File: src/logic/xbar_mon_pkg.sv
package xbar_mon_pkg;

	// Cache lines are 16 bytes, so the low nibble is not carried
	localparam int ADDR_LSB = 4;

	// Return bank field width for the default of four banks
	// Wider crossbars need a wider field
	localparam int RTN_BANK_W = 2;

	typedef logic [31:ADDR_LSB] line_addr_t;

	// Only OP_READ among the request opcodes is tracked
	typedef enum logic [2:0] {
		OP_READ       = 3'd0,
		OP_WRITE      = 3'd1,
		OP_WRITE_PART = 3'd2,
		OP_FLUSH      = 3'd3,
		OP_INVALIDATE = 3'd4,
		OP_CLEAN      = 3'd5
	} op_e;

	// Observed request handshake
	typedef struct packed {
		logic       valid;
		logic       accepted;
		op_e        op;
		line_addr_t addr;
	} req_mon_t;

	// Observed return handshake
	typedef struct packed {
		logic                  valid;
		logic [RTN_BANK_W-1:0] bank;
	} rtn_mon_t;

	// Sticky per-channel error flags
	typedef struct packed {
		logic req_overflow;
		logic rtn_underflow;
		logic rtn_unmatched;
		logic rob_overflow;
		logic rob_underflow;
	} chan_err_t;

endpackage

File: src/logic/bank_counter_array.sv
module bank_counter_array #(
	parameter int NUM_BANKS = 4,
	parameter int CNT_W     = 10
) (
	input  logic                                clk_i,
	input  logic                                rst_i,
	input  logic [NUM_BANKS-1:0]                inc_i,
	input  logic [NUM_BANKS-1:0]                dec_i,
	output logic [NUM_BANKS-1:0][CNT_W-1:0]     count_o,
	output logic                                overflow_o,
	output logic                                underflow_o
);

	logic [NUM_BANKS-1:0][CNT_W-1:0] count_q;
	logic [NUM_BANKS-1:0][CNT_W-1:0] count_nxt;
	logic [NUM_BANKS-1:0]            up;
	logic [NUM_BANKS-1:0]            down;
	logic [NUM_BANKS-1:0]            at_max;
	logic [NUM_BANKS-1:0]            at_zero;
	logic [NUM_BANKS-1:0]            ovf_hit;
	logic [NUM_BANKS-1:0]            unf_hit;
	logic                            overflow_q;
	logic                            underflow_q;

	// Same-cycle inc and dec on a bank cancel out
	assign up   = inc_i & ~dec_i;
	assign down = dec_i & ~inc_i;

	always_comb begin
		for (int b = 0; b < NUM_BANKS; b++) begin
			at_max[b]  = (count_q[b] == {CNT_W{1'b1}});
			at_zero[b] = (count_q[b] == '0);
		end
	end

	// Blocked wraps
	assign ovf_hit = up & at_max;
	assign unf_hit = down & at_zero;

	always_comb begin
		count_nxt = count_q;
		for (int b = 0; b < NUM_BANKS; b++) begin
			if (up[b] && !at_max[b]) begin
				count_nxt[b] = count_q[b] + 1'b1;
			end
			else if (down[b] && !at_zero[b]) begin
				count_nxt[b] = count_q[b] - 1'b1;
			end
		end
	end

	always_ff @(posedge clk_i or posedge rst_i) begin
		if (rst_i) begin
			count_q <= '0;
		end
		else begin
			count_q <= count_nxt;
		end
	end

	// Held until reset
	always_ff @(posedge clk_i or posedge rst_i) begin
		if (rst_i) begin
			overflow_q  <= 1'b0;
			underflow_q <= 1'b0;
		end
		else begin
			overflow_q  <= overflow_q | (|ovf_hit);
			underflow_q <= underflow_q | (|unf_hit);
		end
	end

	assign count_o     = count_q;
	assign overflow_o  = overflow_q;
	assign underflow_o = underflow_q;

	// Callers decode a single bank per event
	a_inc_onehot: assert property (
		@(posedge clk_i) disable iff (rst_i)
		$onehot0(inc_i)
	) else $error("more than one bank incremented in one cycle");

	a_dec_onehot: assert property (
		@(posedge clk_i) disable iff (rst_i)
		$onehot0(dec_i)
	) else $error("more than one bank decremented in one cycle");

endmodule

File: src/logic/chan_monitor.sv
module chan_monitor #(
	parameter int NUM_BANKS = 4,
	parameter int BANK_LSB  = 8,
	parameter int CNT_W     = 10
) (
	input  logic                            clk_i,
	input  logic                            rst_i,
	input  xbar_mon_pkg::req_mon_t          req_i,
	input  xbar_mon_pkg::rtn_mon_t          rtn_i,
	input  logic [NUM_BANKS-1:0]            rob_push_i,
	input  logic [NUM_BANKS-1:0]            rob_pop_i,
	output logic [NUM_BANKS-1:0][CNT_W-1:0] outstanding_o,
	output logic [NUM_BANKS-1:0][CNT_W-1:0] occupancy_o,
	output xbar_mon_pkg::chan_err_t         err_o
);

	import xbar_mon_pkg::*;

	localparam int BANK_W = $clog2(NUM_BANKS);

	logic                 rd_kickoff;
	logic                 rtn_kickoff;
	logic [BANK_W-1:0]    req_bank;
	logic [NUM_BANKS-1:0] rd_inc;
	logic [NUM_BANKS-1:0] rtn_dec;
	logic [NUM_BANKS-1:0] out_zero;
	logic                 unmatched_hit;
	logic                 rtn_unmatched_q;
	logic                 req_overflow;
	logic                 rtn_underflow;
	logic                 rob_overflow;
	logic                 rob_underflow;

	// Each channel qualifies on its own opcode
	assign rd_kickoff  = req_i.valid & req_i.accepted & (req_i.op == OP_READ);
	assign rtn_kickoff = rtn_i.valid;

	// Bank select from the line address
	assign req_bank = req_i.addr[BANK_LSB +: BANK_W];

	always_comb begin
		rd_inc  = '0;
		rtn_dec = '0;
		if (rd_kickoff) begin
			rd_inc[req_bank] = 1'b1;
		end
		if (rtn_kickoff) begin
			rtn_dec[rtn_i.bank] = 1'b1;
		end
	end

	bank_counter_array #(
		.NUM_BANKS (NUM_BANKS),
		.CNT_W     (CNT_W)
	) u_outstanding (
		.clk_i       (clk_i),
		.rst_i       (rst_i),
		.inc_i       (rd_inc),
		.dec_i       (rtn_dec),
		.count_o     (outstanding_o),
		.overflow_o  (req_overflow),
		.underflow_o (rtn_underflow)
	);

	bank_counter_array #(
		.NUM_BANKS (NUM_BANKS),
		.CNT_W     (CNT_W)
	) u_rob (
		.clk_i       (clk_i),
		.rst_i       (rst_i),
		.inc_i       (rob_push_i),
		.dec_i       (rob_pop_i),
		.count_o     (occupancy_o),
		.overflow_o  (rob_overflow),
		.underflow_o (rob_underflow)
	);

	always_comb begin
		for (int b = 0; b < NUM_BANKS; b++) begin
			out_zero[b] = (outstanding_o[b] == '0);
		end
	end

	// A read to the same bank in the same cycle pairs with the return
	assign unmatched_hit = |(rtn_dec & ~rd_inc & out_zero);

	always_ff @(posedge clk_i or posedge rst_i) begin
		if (rst_i) begin
			rtn_unmatched_q <= 1'b0;
		end
		else begin
			rtn_unmatched_q <= rtn_unmatched_q | unmatched_hit;
		end
	end

	assign err_o = '{
		req_overflow:  req_overflow,
		rtn_underflow: rtn_underflow,
		rtn_unmatched: rtn_unmatched_q,
		rob_overflow:  rob_overflow,
		rob_underflow: rob_underflow
	};

	// Unaccepted requests leave the outstanding counts alone
	a_no_count_unaccepted: assert property (
		@(posedge clk_i) disable iff (rst_i)
		(req_i.valid && !req_i.accepted && !rtn_i.valid) |=> $stable(outstanding_o)
	) else $error("outstanding count moved on a request that was not accepted");

endmodule

File: src/logic/xbar_read_monitor.sv
module xbar_read_monitor #(
	parameter int NUM_CH    = 3,
	parameter int NUM_BANKS = 4,
	parameter int BANK_LSB  = 8,
	parameter int CNT_W     = 10
) (
	input  logic                                        clk_i,
	input  logic                                        rst_i,
	input  xbar_mon_pkg::req_mon_t  [NUM_CH-1:0]        req_i,
	input  xbar_mon_pkg::rtn_mon_t  [NUM_CH-1:0]        rtn_i,
	input  logic [NUM_CH-1:0][NUM_BANKS-1:0]            rob_push_i,
	input  logic [NUM_CH-1:0][NUM_BANKS-1:0]            rob_pop_i,
	output logic [NUM_CH-1:0][NUM_BANKS-1:0][CNT_W-1:0] outstanding_o,
	output logic [NUM_CH-1:0][NUM_BANKS-1:0][CNT_W-1:0] occupancy_o,
	output xbar_mon_pkg::chan_err_t [NUM_CH-1:0]        err_o
);

	// One independent monitor per crossbar channel
	for (genvar ch = 0; ch < NUM_CH; ch++) begin : g_ch
		chan_monitor #(
			.NUM_BANKS (NUM_BANKS),
			.BANK_LSB  (BANK_LSB),
			.CNT_W     (CNT_W)
		) u_chan (
			.clk_i         (clk_i),
			.rst_i         (rst_i),
			.req_i         (req_i[ch]),
			.rtn_i         (rtn_i[ch]),
			.rob_push_i    (rob_push_i[ch]),
			.rob_pop_i     (rob_pop_i[ch]),
			.outstanding_o (outstanding_o[ch]),
			.occupancy_o   (occupancy_o[ch]),
			.err_o         (err_o[ch])
		);
	end

endmodule

File: config.mk
export PLATFORM = sky130hd
export DESIGN_NAME = xbar_read_monitor
export DESIGN_NICKNAME = d
export VERILOG_FILES = /design/src/logic/xbar_mon_pkg.sv /design/src/logic/bank_counter_array.sv /design/src/logic/chan_monitor.sv /design/src/logic/xbar_read_monitor.sv
export SDC_FILE = /design/constraint.sdc
export NUM_CORES = 1
export LEC_CHECK = 0
export ABC_AREA = 1
export BUFFER_PORTS_ARGS = -buffer_cell sky130_fd_sc_hd__buf_2
export CAP_MARGIN = 25
export CORE_UTILIZATION = 55
export DETAILED_ROUTE_END_ITERATION = 16
export PLACE_DENSITY = 0.79
export SYNTH_ARGS = -nofsm -noshare
export SYNTH_HDL_FRONTEND = slang
export SYNTH_SLANG_ARGS = --single-unit
File: constraint.sdc
create_clock -name clk_i -period 11.75 [get_ports clk_i]
set_clock_uncertainty 0.15 [all_clocks]
set_input_delay 2.35 -clock clk_i [delete_from_list [all_inputs] [get_ports clk_i]]
set_output_delay 2.35 -clock clk_i [all_outputs]
set_load 0.005 [all_outputs]
==> flow_summary.yaml, run 1 <==
sta:
  finalMaxSlewViolations: 0
  setup_violations: 0
  fmax_ghz: 0.228
  worstMarginPinSlew_ns: 0.900
  hold_viol_final: 0
  setup_slack_ns: 7.37
  min_period_ns: 4.38
  slew-limit-headroom_pct: 40.0
  setup_tns_ns: 0
  finalCritPeriodShare_pct: 37.3
  rsz0062_at_grt: "no"
logic_synthesis:
  syn_avg_cell_area_um2: 6.74
  synthesis.area_mm2: 0.0223
  synth_top_flop_cell: "dfrtp_1"
  synth_nets: 3663
  yosysWarnings: 0
  synth_cell_types: 39
  yosysSeqAreaShare_pct: 28.6
  netlist_instances: 3313
  async_reset_ff_share_pct: 100
  ys_ff_latch: 255
  synth_edf_count: 0
floorplan:
  dieArea_mm2: 0.0414
  dieHeight_um: 204
  fp.dieW_um: 204
  initial_core_util_pct: 56.0
  row_count: 73
  core_mm2: 0.0399
  ios: 389
final_layout:
  final_common_cell: "nand2_1"
  multi_input_area_mm2: 0.0138
  syn_to_final_growth_pct: 13.8
  seqCellArea_mm2: 0.00638
  final_cell_area_mm2: 0.0254
  insertedDiodeCount: 0
  final_layout_size_suffix_gt1_share_pct: 12.6
  finalNetCount: 3980
  fillers: 3643
  final_cell_mix: "nand2_1, inv_1, buf_2, nand3_1, nor2_1"
  fin_util_pct: 63.7
drt:
  drt_wl_total_mm: 54.1
  num_vias: 21480
  drc: 0
  ant_nets: 0
  drt_iter0_markers: 1175
  viasPerCell: 5.14
  avgRoutedWirePerCell_um: 13.0
  dr.pass1.iters: 6
worst_setup_path:
  cp-end-kind: "flop"
  reg2reg_depth: 12
  critPathMaxStageDelay_ns: 0.55
  worst-path-max-fanout: 10
  arrival_ns: 4.66
  critPathSlowestCell: "ha_1"
  worstPathRequired_ns: 12.02
  path_cells: "buf_2 > nor2_1 > nand4_1 > nor2_1 > nand3_1 > ha_1 > nand2_1 > o21ai_0 > nand3_1 > nand2_1 > nand2_1 > nand3_1 > nand2_1"
  r2r_slack_ns: 8.83
  worstReg2RegEnd: "g_ch[1].u_chan.u_outstanding.count_o[28]"
  crit_type: "input pin to flop"
  cp_num_buf_inv: 1
  cp-start-kind: "input pin"
  cpLargestDelayFamily: "simple AND/OR/NAND/NOR gates"
  endpoint: "g_ch[0].u_chan.u_outstanding.count_o[38]"
  crit_start: "req_i[29]"
  cpMostUsedCell: "nand2_1"
  cp_num_cells: 13
  rr_startpoint: "g_ch[1].u_chan.u_outstanding.count_o[20]"
pwr:
  power_density_mw_per_mm2: 286
  p_switching_uw: 3520
  irDropWorstVdd_mv: 0.157
  seqPwrFrac_pct: 26.5
  sw_frac_of_total_pct: 48.4
  clkPwrFrac_pct: 14.5
  power_leakage_uw: 0.0144
  combPwrFrac_pct: 59.0
  p_int_uw: 3740
global_route:
  grt_pass1_wl_mm: 91.4
  grt_usage_pct: 26.5
  grt_pass1_vias: 19582
  antenna_found_initial: 0
  gr-total-overflow: 0
  grt_max_degree: 146
clock_tree:
  clock_path_buffers: 3
  cts_resized: 0
  cts-htree-levels: 2
  root_buffer: "clkbuf_16"
  clock-sinks: 255
  cts_tree: "done"
  cts_hold_buf: 0
  clk_pin_slew_ns: 0.05
  cts_buffers: 35
  cts_setup_buffers: 0
  worst_skew_pair.late_latency_ns: 0.54
place:
  gp_congestion: 0.921
  io_buffers: 310
  place_worst_setup_slack_ns: 6.84
  dpl.hpwl_mm: 40.4
  dpl_cell_area_mm2: 0.0243
min_path:
  worstHoldPathType: "flop to flop"
job:
  cap_viol_max_count: 0
run_status:
  outcome: "finished, final reports clean"
routing by layer:
| layer | track usage, % | vias up | part of all wire, % |
|---|---|---|---|
| li1 | - | 11228 | - |
| met1 | 35.4 | 9702 | 46 |
| met2 | 43.4 | 460 | 46 |
| met3 | 4.89 | 90 | 5.6 |
| met4 | 7.84 | 0 | 2.6 |
| met5 | 0 | - | 0 |
sequential cells by signal, summed over array words and instances (netlist names):
| register | flops |
|---|---|
| g_ch.u_chan.u_outstanding.overflow_o | 3 |
| g_ch.u_chan.u_rob.count_o | 120 |
| g_ch.u_chan.u_outstanding.count_o | 120 |
| g_ch.u_chan.rtn_unmatched_q | 3 |
| g_ch.u_chan.u_rob.underflow_o | 3 |
| g_ch.u_chan.u_outstanding.underflow_o | 3 |
| g_ch.u_chan.u_rob.overflow_o | 3 |
tightest hold or removal path: cells and delay by family (launching register included):
kind	cells	cell delay, ns
flip-flops	1	0.33
buffers and inverters	1	0.04
AND/OR/NAND/NOR	1	0.05
cells in the mapped netlist, types with 11 or more instances:
cell type / instances / share of area [%]
buf_4: 20 / 0.67
a21o_1: 13 / 0.44
buf_6: 11 / 0.55
o21ai_1: 42 / 0.94
o21ai_0: 81 / 1.8
nand2_2: 21 / 0.59
inv_2: 20 / 0.34
nand2_4: 12 / 0.60
nand3_1: 293 / 6.6
nor2_1: 260 / 4.4
xor2_1: 84 / 3.3
nand2_1: 1086 / 18
nor3_1: 25 / 0.56
nor3_2: 11 / 0.49
o21bai_1: 24 / 0.81
xnor2_1: 44 / 1.7
nand3b_1: 50 / 1.7
dfrtp_1: 255 / 29
fa_1: 24 / 2.2
ha_1: 192 / 11
inv_1: 476 / 8.0
a21oi_1: 163 / 3.7
nand4_1: 39 / 1.1
power groups by stage:
stage / clock network (uW) / registers (uW) / logic, uW
floorplan: 0 / 1800 / 3190
global placement: 0 / 1920 / 4140
detailed placement: 0 / 1920 / 4240
CTS: 1080 / 1910 / 4280
global route: 1110 / 2000 / 4980
finish: 1050 / 1920 / 4290
per-stage QoR:
| step | cells | hold slack, ns | power [uW] |
|---|---|---|---|
| floorplan | 3313 | 0.285 | 4990 |
| global placement | 4117 | 0.291 | 6060 |
| detailed placement | 4117 | 0.294 | 6160 |
| CTS | 4176 | 0.308 | 7270 |
| global route | 4177 | 0.337 | 8080 |
| finish | 4177 | 0.307 | 7260 |
kinds of logic (layout without fill, tap and decap cells):
| kind of cell | after synthesis | after routing | share of synthesized area, % |
|---|---|---|---|
| XOR/XNOR | 128 | 128 | 5.02 |
| buffers and inverters | 535 | 874 | 9.72 |
| AO/OA/AOI/OAI | 354 | 354 | 8.71 |
| adder cells (fa/ha/maj) | 216 | 216 | 12.9 |
| AND/OR/NAND/NOR | 1825 | 1825 | 35.1 |
| flip-flops | 255 | 255 | 28.6 |
worst min path at each step:
stage / depth (start not counted) / end / slack (ns) / startpoint
after floorplan: 2 / g_ch[0].u_chan.rtn_unmatched_q / 0.28 / g_ch[0].u_chan.rtn_unmatched_q
after global placement: 2 / g_ch[0].u_chan.u_outstanding.underflow_o / 0.29 / g_ch[0].u_chan.u_outstanding.underflow_o
after detailed placement: 2 / g_ch[0].u_chan.u_outstanding.underflow_o / 0.29 / g_ch[0].u_chan.u_outstanding.underflow_o
after CTS: 2 / g_ch[0].u_chan.u_outstanding.underflow_o / 0.31 / g_ch[0].u_chan.u_outstanding.underflow_o
after global routing: 2 / g_ch[1].u_chan.rtn_unmatched_q / 0.34 / g_ch[1].u_chan.rtn_unmatched_q
final: 2 / g_ch[0].u_chan.u_outstanding.underflow_o / 0.31 / g_ch[0].u_chan.u_outstanding.underflow_o
cell type report:
| type | instances | share of cell area (%) |
|---|---|---|
| inverter | 502 | 7.45 |
| clock inverter | 7 | 0.246 |
| multi-input combinational | 2523 | 54.2 |
| sequential | 255 | 25.1 |
| tap | 525 | 2.58 |
| clock buffer | 52 | 4.14 |
| timing repair buffer | 313 | 6.27 |
(Power assumes the default switching activity.)
==> run 2: changes to the inputs <==
- ABC_AREA: 1 -> 0
- clock period: 11.75 -> 4.51 ns (I/O delays scaled with it)
==> run 2 against run 1 <==
Against the previous run: sequential share of layout area rose by 1.8 points; via count down 12%; utilization is 1.2 points higher; power grew 140%; first-iteration DRC count shrank 13%; synthesized cell count down 31%; clock power increased to 2.8 times the previous value; worst setup slack worse by 6.6 ns; cell area shrank 6.8%; worst hold slack worse by 0.013 ns; die area down 8.7%.
==> flow_summary.yaml, run 2 <==
final_layout:
  seqCellArea_mm2: 0.00638
  multi_input_area_mm2: 0.0134
  fillers: 2989
  final_cell_mix: "buf_2, dfrtp_1, a21oi_1, nand2_1, ha_1"
  final_common_cell: "buf_2"
  finalNetCount: 2973
  syn_to_final_growth_pct: 16.3
  final_layout_size_suffix_gt1_share_pct: 17.7
pwr:
  irDropWorstVdd_mv: 0.498
  power_leakage_uw: 0.0110
  power_density_mw_per_mm2: 749
  power.total_uw: 17800
drt:
  avgRoutedWirePerCell_um: 16.7
  drc: 0
  drt_iter0_markers: 1018
  dr.pass1.iters: 5
  drt_wl_total_mm: 52.0
  viasPerCell: 6.09
  ant_nets: 0
  num_vias: 19000
sta:
  finalCritPeriodShare_pct: 82.5
  setup_slack_ns: 0.787
  worstMarginPinSlew_ns: 0.933
  min_period_ns: 3.72
  hold_viol_final: 0
  slew-limit-headroom_pct: 37.5
  setup_violations: 0
  finalMaxSlewViolations: 0
  fin_hold_ws_ns: 0.294
  setup_tns_ns: 0
  fmax_ghz: 0.269
  rsz0062_at_grt: "no"
clock_tree:
  clock-sinks: 255
  cts_tree: "done"
  cts_setup_buffers: 0
  clk_pin_slew_ns: 0.06
  clock_path_buffers: 3
  cts_buffers: 34
  cts_resized: 0
  root_buffer: "clkbuf_16"
  cts-htree-levels: 2
  cts_hold_buf: 0
  worst_skew_pair.late_latency_ns: 0.55
place:
  io_buffers: 310
  dpl.hpwl_mm: 38.1
  gp_congestion: 0.949
  place_worst_setup_slack_ns: 0.273
worst_setup_path:
  r2r_slack_ns: 1.30
  reg2reg_depth: 9
  cp-start-kind: "input pin"
  worstReg2RegEnd: "g_ch[1].u_chan.u_rob.count_o[19]"
  cpLargestDelayFamily: "simple AND/OR/NAND/NOR gates"
  critPathMaxStageDelay_ns: 0.58
  arrival_ns: 4.01
  crit_type: "input pin to flop"
  rr_startpoint: "g_ch[1].u_chan.u_rob.count_o[10]"
  cp-end-kind: "flop"
  critPathSlowestCell: "or4b_1"
  worstPathRequired_ns: 4.79
  cpMostUsedCell: "a21oi_1"
  crit_start: "req_i[62]"
  path_cells: "buf_2 > or4b_1 > or4_4 > or2_2 > ha_1 > a21o_1 > a21oi_1 > a21oi_1 > or3_1 > a31o_2"
  worst-path-max-fanout: 9
  cp_num_buf_inv: 1
logic_synthesis:
  synthesis.area_mm2: 0.0204
  synth_edf_count: 0
  synth_common_cells: "dfrtp_1, a21oi_1, nand2_1, ha_1, nor2_1"
  ys_ff_latch: 255
  yosysSeqAreaShare_pct: 31.3
  synth_top_flop_cell: "dfrtp_1"
  synth_largest_type_area_fraction_pct: 31.3
  netlist_instances: 2300
  ys_top_cells_by_area: "dfrtp_1, ha_1, a21oi_1, a21o_1, nand2_1"
  yosysMostFrequentCell: "dfrtp_1"
  synth_nets: 2650
  yosysWarnings: 0
  async_reset_ff_share_pct: 100
  yosys.area.top_type: "dfrtp_1"
  syn_avg_cell_area_um2: 8.86
  synth_cell_types: 68
run_status:
  outcome: "finished, final reports clean"
global_route:
  gr-total-overflow: 0
  grt_pass1_vias: 18218
  grt_max_degree: 90
  grt_pass1_wl_mm: 87.4
  grt_usage_pct: 27.4
  antenna_found_initial: 1
min_path:
  worstHoldPathType: "input pin to async pin"
floorplan:
  core_mm2: 0.0365
  row_count: 70
  ios: 389
  fp.dieW_um: 194
  dieArea_mm2: 0.0378
  dieHeight_um: 194
  initial_core_util_pct: 55.8
job:
  cap_viol_max_count: 0
run 2: cell families (layout without fill, tap and decap cells):
family	after synthesis	count (layout)	synth area share [%]
AOI/OAI and AO/OA	665	665	21.1
xor gates and xnor gates	164	164	7.05
adders and majority gates	216	216	14.1
buffers and inverters	147	495	3.16
DFF	255	255	31.3
muxes	50	50	2.65
other	0	2	0
and+or+nand+nor	803	803	20.6
run 2: how the worst max path moves through the flow:
stage / end / cells after the start
6_report: g_ch[1].u_chan.u_outstanding.count_o[37] / 10
5_1_grt: g_ch[2].u_chan.u_outstanding.count_o[39] / 10
4_1_cts: g_ch[1].u_chan.u_outstanding.count_o[37] / 10
3_5_place_dp: g_ch[1].u_chan.u_outstanding.count_o[37] / 10
3_3_place_gp: g_ch[1].u_chan.u_outstanding.count_o[37] / 10
2_1_floorplan: g_ch[0].u_chan.rtn_unmatched_q / 1
run 2: where the power goes:
group	internal (uW)	switching, uW
combinational	4610	5150
clock	1880	1090
sequential	3380	1660
total	9860	7900
run 2: cell type report:
| type | count | area share (%) |
|---|---|---|
| timing repair buffer | 337 | 7.50 |
| clock inverter | 10 | 0.665 |
| antenna | 2 | 0.0211 |
| tap | 468 | 2.47 |
| clock buffer | 51 | 4.55 |
| inverter | 97 | 1.55 |
| sequential | 255 | 26.9 |
| multi-input combinational | 1898 | 56.3 |
run 2: metal layers:
metal / vias up / track usage [%] / wire, um
li1: 9252 / - / -
met1: 9069 / 34.9 / 22400
met2: 568 / 45.8 / 24600
met3: 111 / 6.16 / 3480
met4: 0 / 9.41 / 1480
met5: - / 0 / 0
run 2: through the flow:
step           instance area (um2)  utilization [%]  cells
2_1_floorplan                20400                -   2300
3_3_place_gp                 22400             61.5   3053
3_5_place_dp                 22500             61.5   3055
4_1_cts                      23700             64.9   3116
5_1_grt                      23700             64.9   3116
6_report                     23700             64.9   3118
==> run 3: changes to the inputs <==
- CORE_UTILIZATION: 55 -> 52
- clock period: 4.51 -> 3.3 ns (I/O delays scaled with it)
==> run 3 against run 2 <==
Against the previous run: non-clock buffer count rose by 216; combinational power rose by 57%; clock power rose by 24%; global-route usage rose by 0.090 points; via count rose by 4.7%; count of clock-buffer cells in the layout fell by 3; largest cell class unchanged; highest routed layer is now met5.
==> flow_summary.yaml, run 3 (same netlist as run 2, synthesis figures left out) <==
run_status:
  outcome: "finished, final reports clean"
floorplan:
  row_count: 72
  core_mm2: 0.0386
  ios: 389
  dieArea_mm2: 0.0400
  dieHeight_um: 200
  fp.dieW_um: 200
  initial_core_util_pct: 52.7
sta:
  setup_slack_ns: 0.227
  slew-limit-headroom_pct: 43.2
  finalMaxSlewViolations: 0
  setup_tns_ns: 0
  rsz0062_at_grt: "no"
  worstMarginPinSlew_ns: 0.852
  setup_violations: 0
  finalCritPeriodShare_pct: 93.1
  hold_viol_final: 0
  fmax_ghz: 0.325
  min_period_ns: 3.07
final_layout:
  insertedDiodeCount: 0
  final_cell_mix: "buf_2, dfrtp_1, buf_4, nand2_1, a21oi_1"
  final_layout_size_suffix_gt1_share_pct: 24.9
  syn_to_final_growth_pct: 25.0
  final_common_cell: "buf_2"
  finalNetCount: 3189
clock_tree:
  cts_buffers: 34
  clock-sinks: 255
  clock_path_buffers: 3
  cts_tree: "done"
  clk_pin_slew_ns: 0.06
  root_buffer: "clkbuf_16"
  worst_skew_pair.late_latency_ns: 0.55
  cts-htree-levels: 2
place:
  dpl.hpwl_mm: 42.1
  place_worst_setup_slack_ns: -0.315
  io_buffers: 310
  gp_congestion: 0.930
global_route:
  grt_pass1_vias: 19326
  grt_usage_pct: 27.5
  use_met1_pct: 34.0
  grt_pass1_wl_mm: 91.2
  antenna_found_initial: 2
  met3_usage_pct: 5.46
  grtUsageMet2_pct: 47.2
  top_usage_layer: "met2"
  grt_max_degree: 119
  gr-total-overflow: 0
pwr:
  seqPwrFrac_pct: 26.0
  power_density_mw_per_mm2: 1000
  irDropWorstVdd_mv: 0.569
  p_int_uw: 14400
  clkPwrFrac_pct: 14.4
  combPwrFrac_pct: 59.6
  p_switching_uw: 11200
  sw_frac_of_total_pct: 43.8
  power_leakage_uw: 0.0121
drt:
  drt_iter0_markers: 1055
  viasPerCell: 5.89
  avgRoutedWirePerCell_um: 16.6
  num_vias: 19899
  drt_wl_total_mm: 56.0
  drc: 0
  dr.pass1.iters: 7
  ant_nets: 0
worst_setup_path:
  cpLargestDelayFamily: "compound AO/OA/AOI/OAI gates"
  critPathMaxStageDelay_ns: 0.61
  path_cells: "nand4_1 > o31ai_2 > buf_4 > inv_1 > fa_1 > nand2b_1 > a21oi_1 > a31oi_1 > xor2_1 > o21ai_0"
  crit_type: "flop to flop"
  worst-path-max-fanout: 7
  cp-end-kind: "flop"
  worstPathRequired_ns: 3.61
  cp_num_buf_inv: 2
  critPathSlowestCell: "o31ai_2"
  arrival_ns: 3.38
  cp-start-kind: "flop"
min_path:
  worstHoldPathType: "input pin to async pin"
job:
  cap_viol_max_count: 0
==> run 3: changes by cell type in the layout (fill, tap and decap cells not counted), sizes merged <==
cell      delta
buf        +216
diode        -2
clkbuf       -3
clkinvlp     -3
bufinv       -2
clkinv       +4
==> run 3: worst reg2reg max path, stage by stage (launching register included) <==
cell and delay (ns):
dfrtp_1 0.42, nand4_1 0.20, o31ai_2 0.61, buf_4 0.25, inv_1 0.05, fa_1 0.39
nand2b_1 0.16, a21oi_1 0.29, a31oi_1 0.15, xor2_1 0.16, o21ai_0 0.15
==> run 3: power by group through the flow <==
stage | logic [uW] | registers, uW | clock network (uW)
after detailed placement | 15000 | 6650 | 0
after global routing | 17100 | 6910 | 3890
after CTS | 15200 | 6620 | 3780
after floorplan | 9680 | 6410 | 0
final | 15300 | 6660 | 3680
after global placement | 14300 | 6550 | 0
==> run 3: final timing paths <==
kind | start | end | slack, ns | cells after the start
worst max-delay path | g_ch[0].u_chan.u_rob.count_o[26] | g_ch[0].u_chan.u_rob.count_o[26] | 0.23 | 10
worst max register to register | g_ch[0].u_chan.u_rob.count_o[26] | g_ch[0].u_chan.u_rob.count_o[26] | 0.23 | 10
max in group asynchronous | rst_i | g_ch[2].u_chan.u_outstanding.count_o[11] | 2.25 | 3
worst min register to register | g_ch[2].u_chan.u_outstanding.underflow_o | g_ch[2].u_chan.u_outstanding.underflow_o | 0.31 | 1
min in group clk_i | rob_push_i[7] | g_ch[1].u_chan.u_rob.overflow_o | 0.23 | 3
worst min-delay path | rst_i | g_ch[1].u_chan.u_rob.count_o[29] | 0.13 | 3
==> run 3: area by class of cell <==
cell class	count	area [um2]
Multi-Input combinational cell	1898	13600
Sequential cell	255	6380
Fill cell	3066	13200
Inverter	97	368
Clock inverter	9	95.1
Timing Repair Buffer	553	3400
Tap cell	518	648
Clock buffer	48	987
==> run 3: repair_timing <==
action                                  in CTS  in global routing
buffers inserted                             0                  0
resized for setup                            0                  7
endpoints found under the setup margin       0                 22
hold buffers                                 0                  0
==> run 3: through the flow <==
stage / hold WS [ns] / area, um2 / power, uW / cells / util [%]
after floorplan: 0.286 / 20600 / 16100 / 2300 / -
after global placement: 0.296 / 24400 / 20800 / 3321 / 63.0
after detailed placement: 0.298 / 24400 / 21700 / 3321 / 63.0
after CTS: 0.121 / 25400 / 25600 / 3378 / 65.8
after global routing: 0.151 / 25500 / 27900 / 3378 / 65.9
final: 0.134 / 25500 / 25600 / 3378 / 65.9
==> run 3: layer usage <==
layer	up-vias	part of all wire, %
met5	-	0.048
met4	4	2.9
met3	116	6.3
met2	556	48
met1	9542	42
li1	9681	-
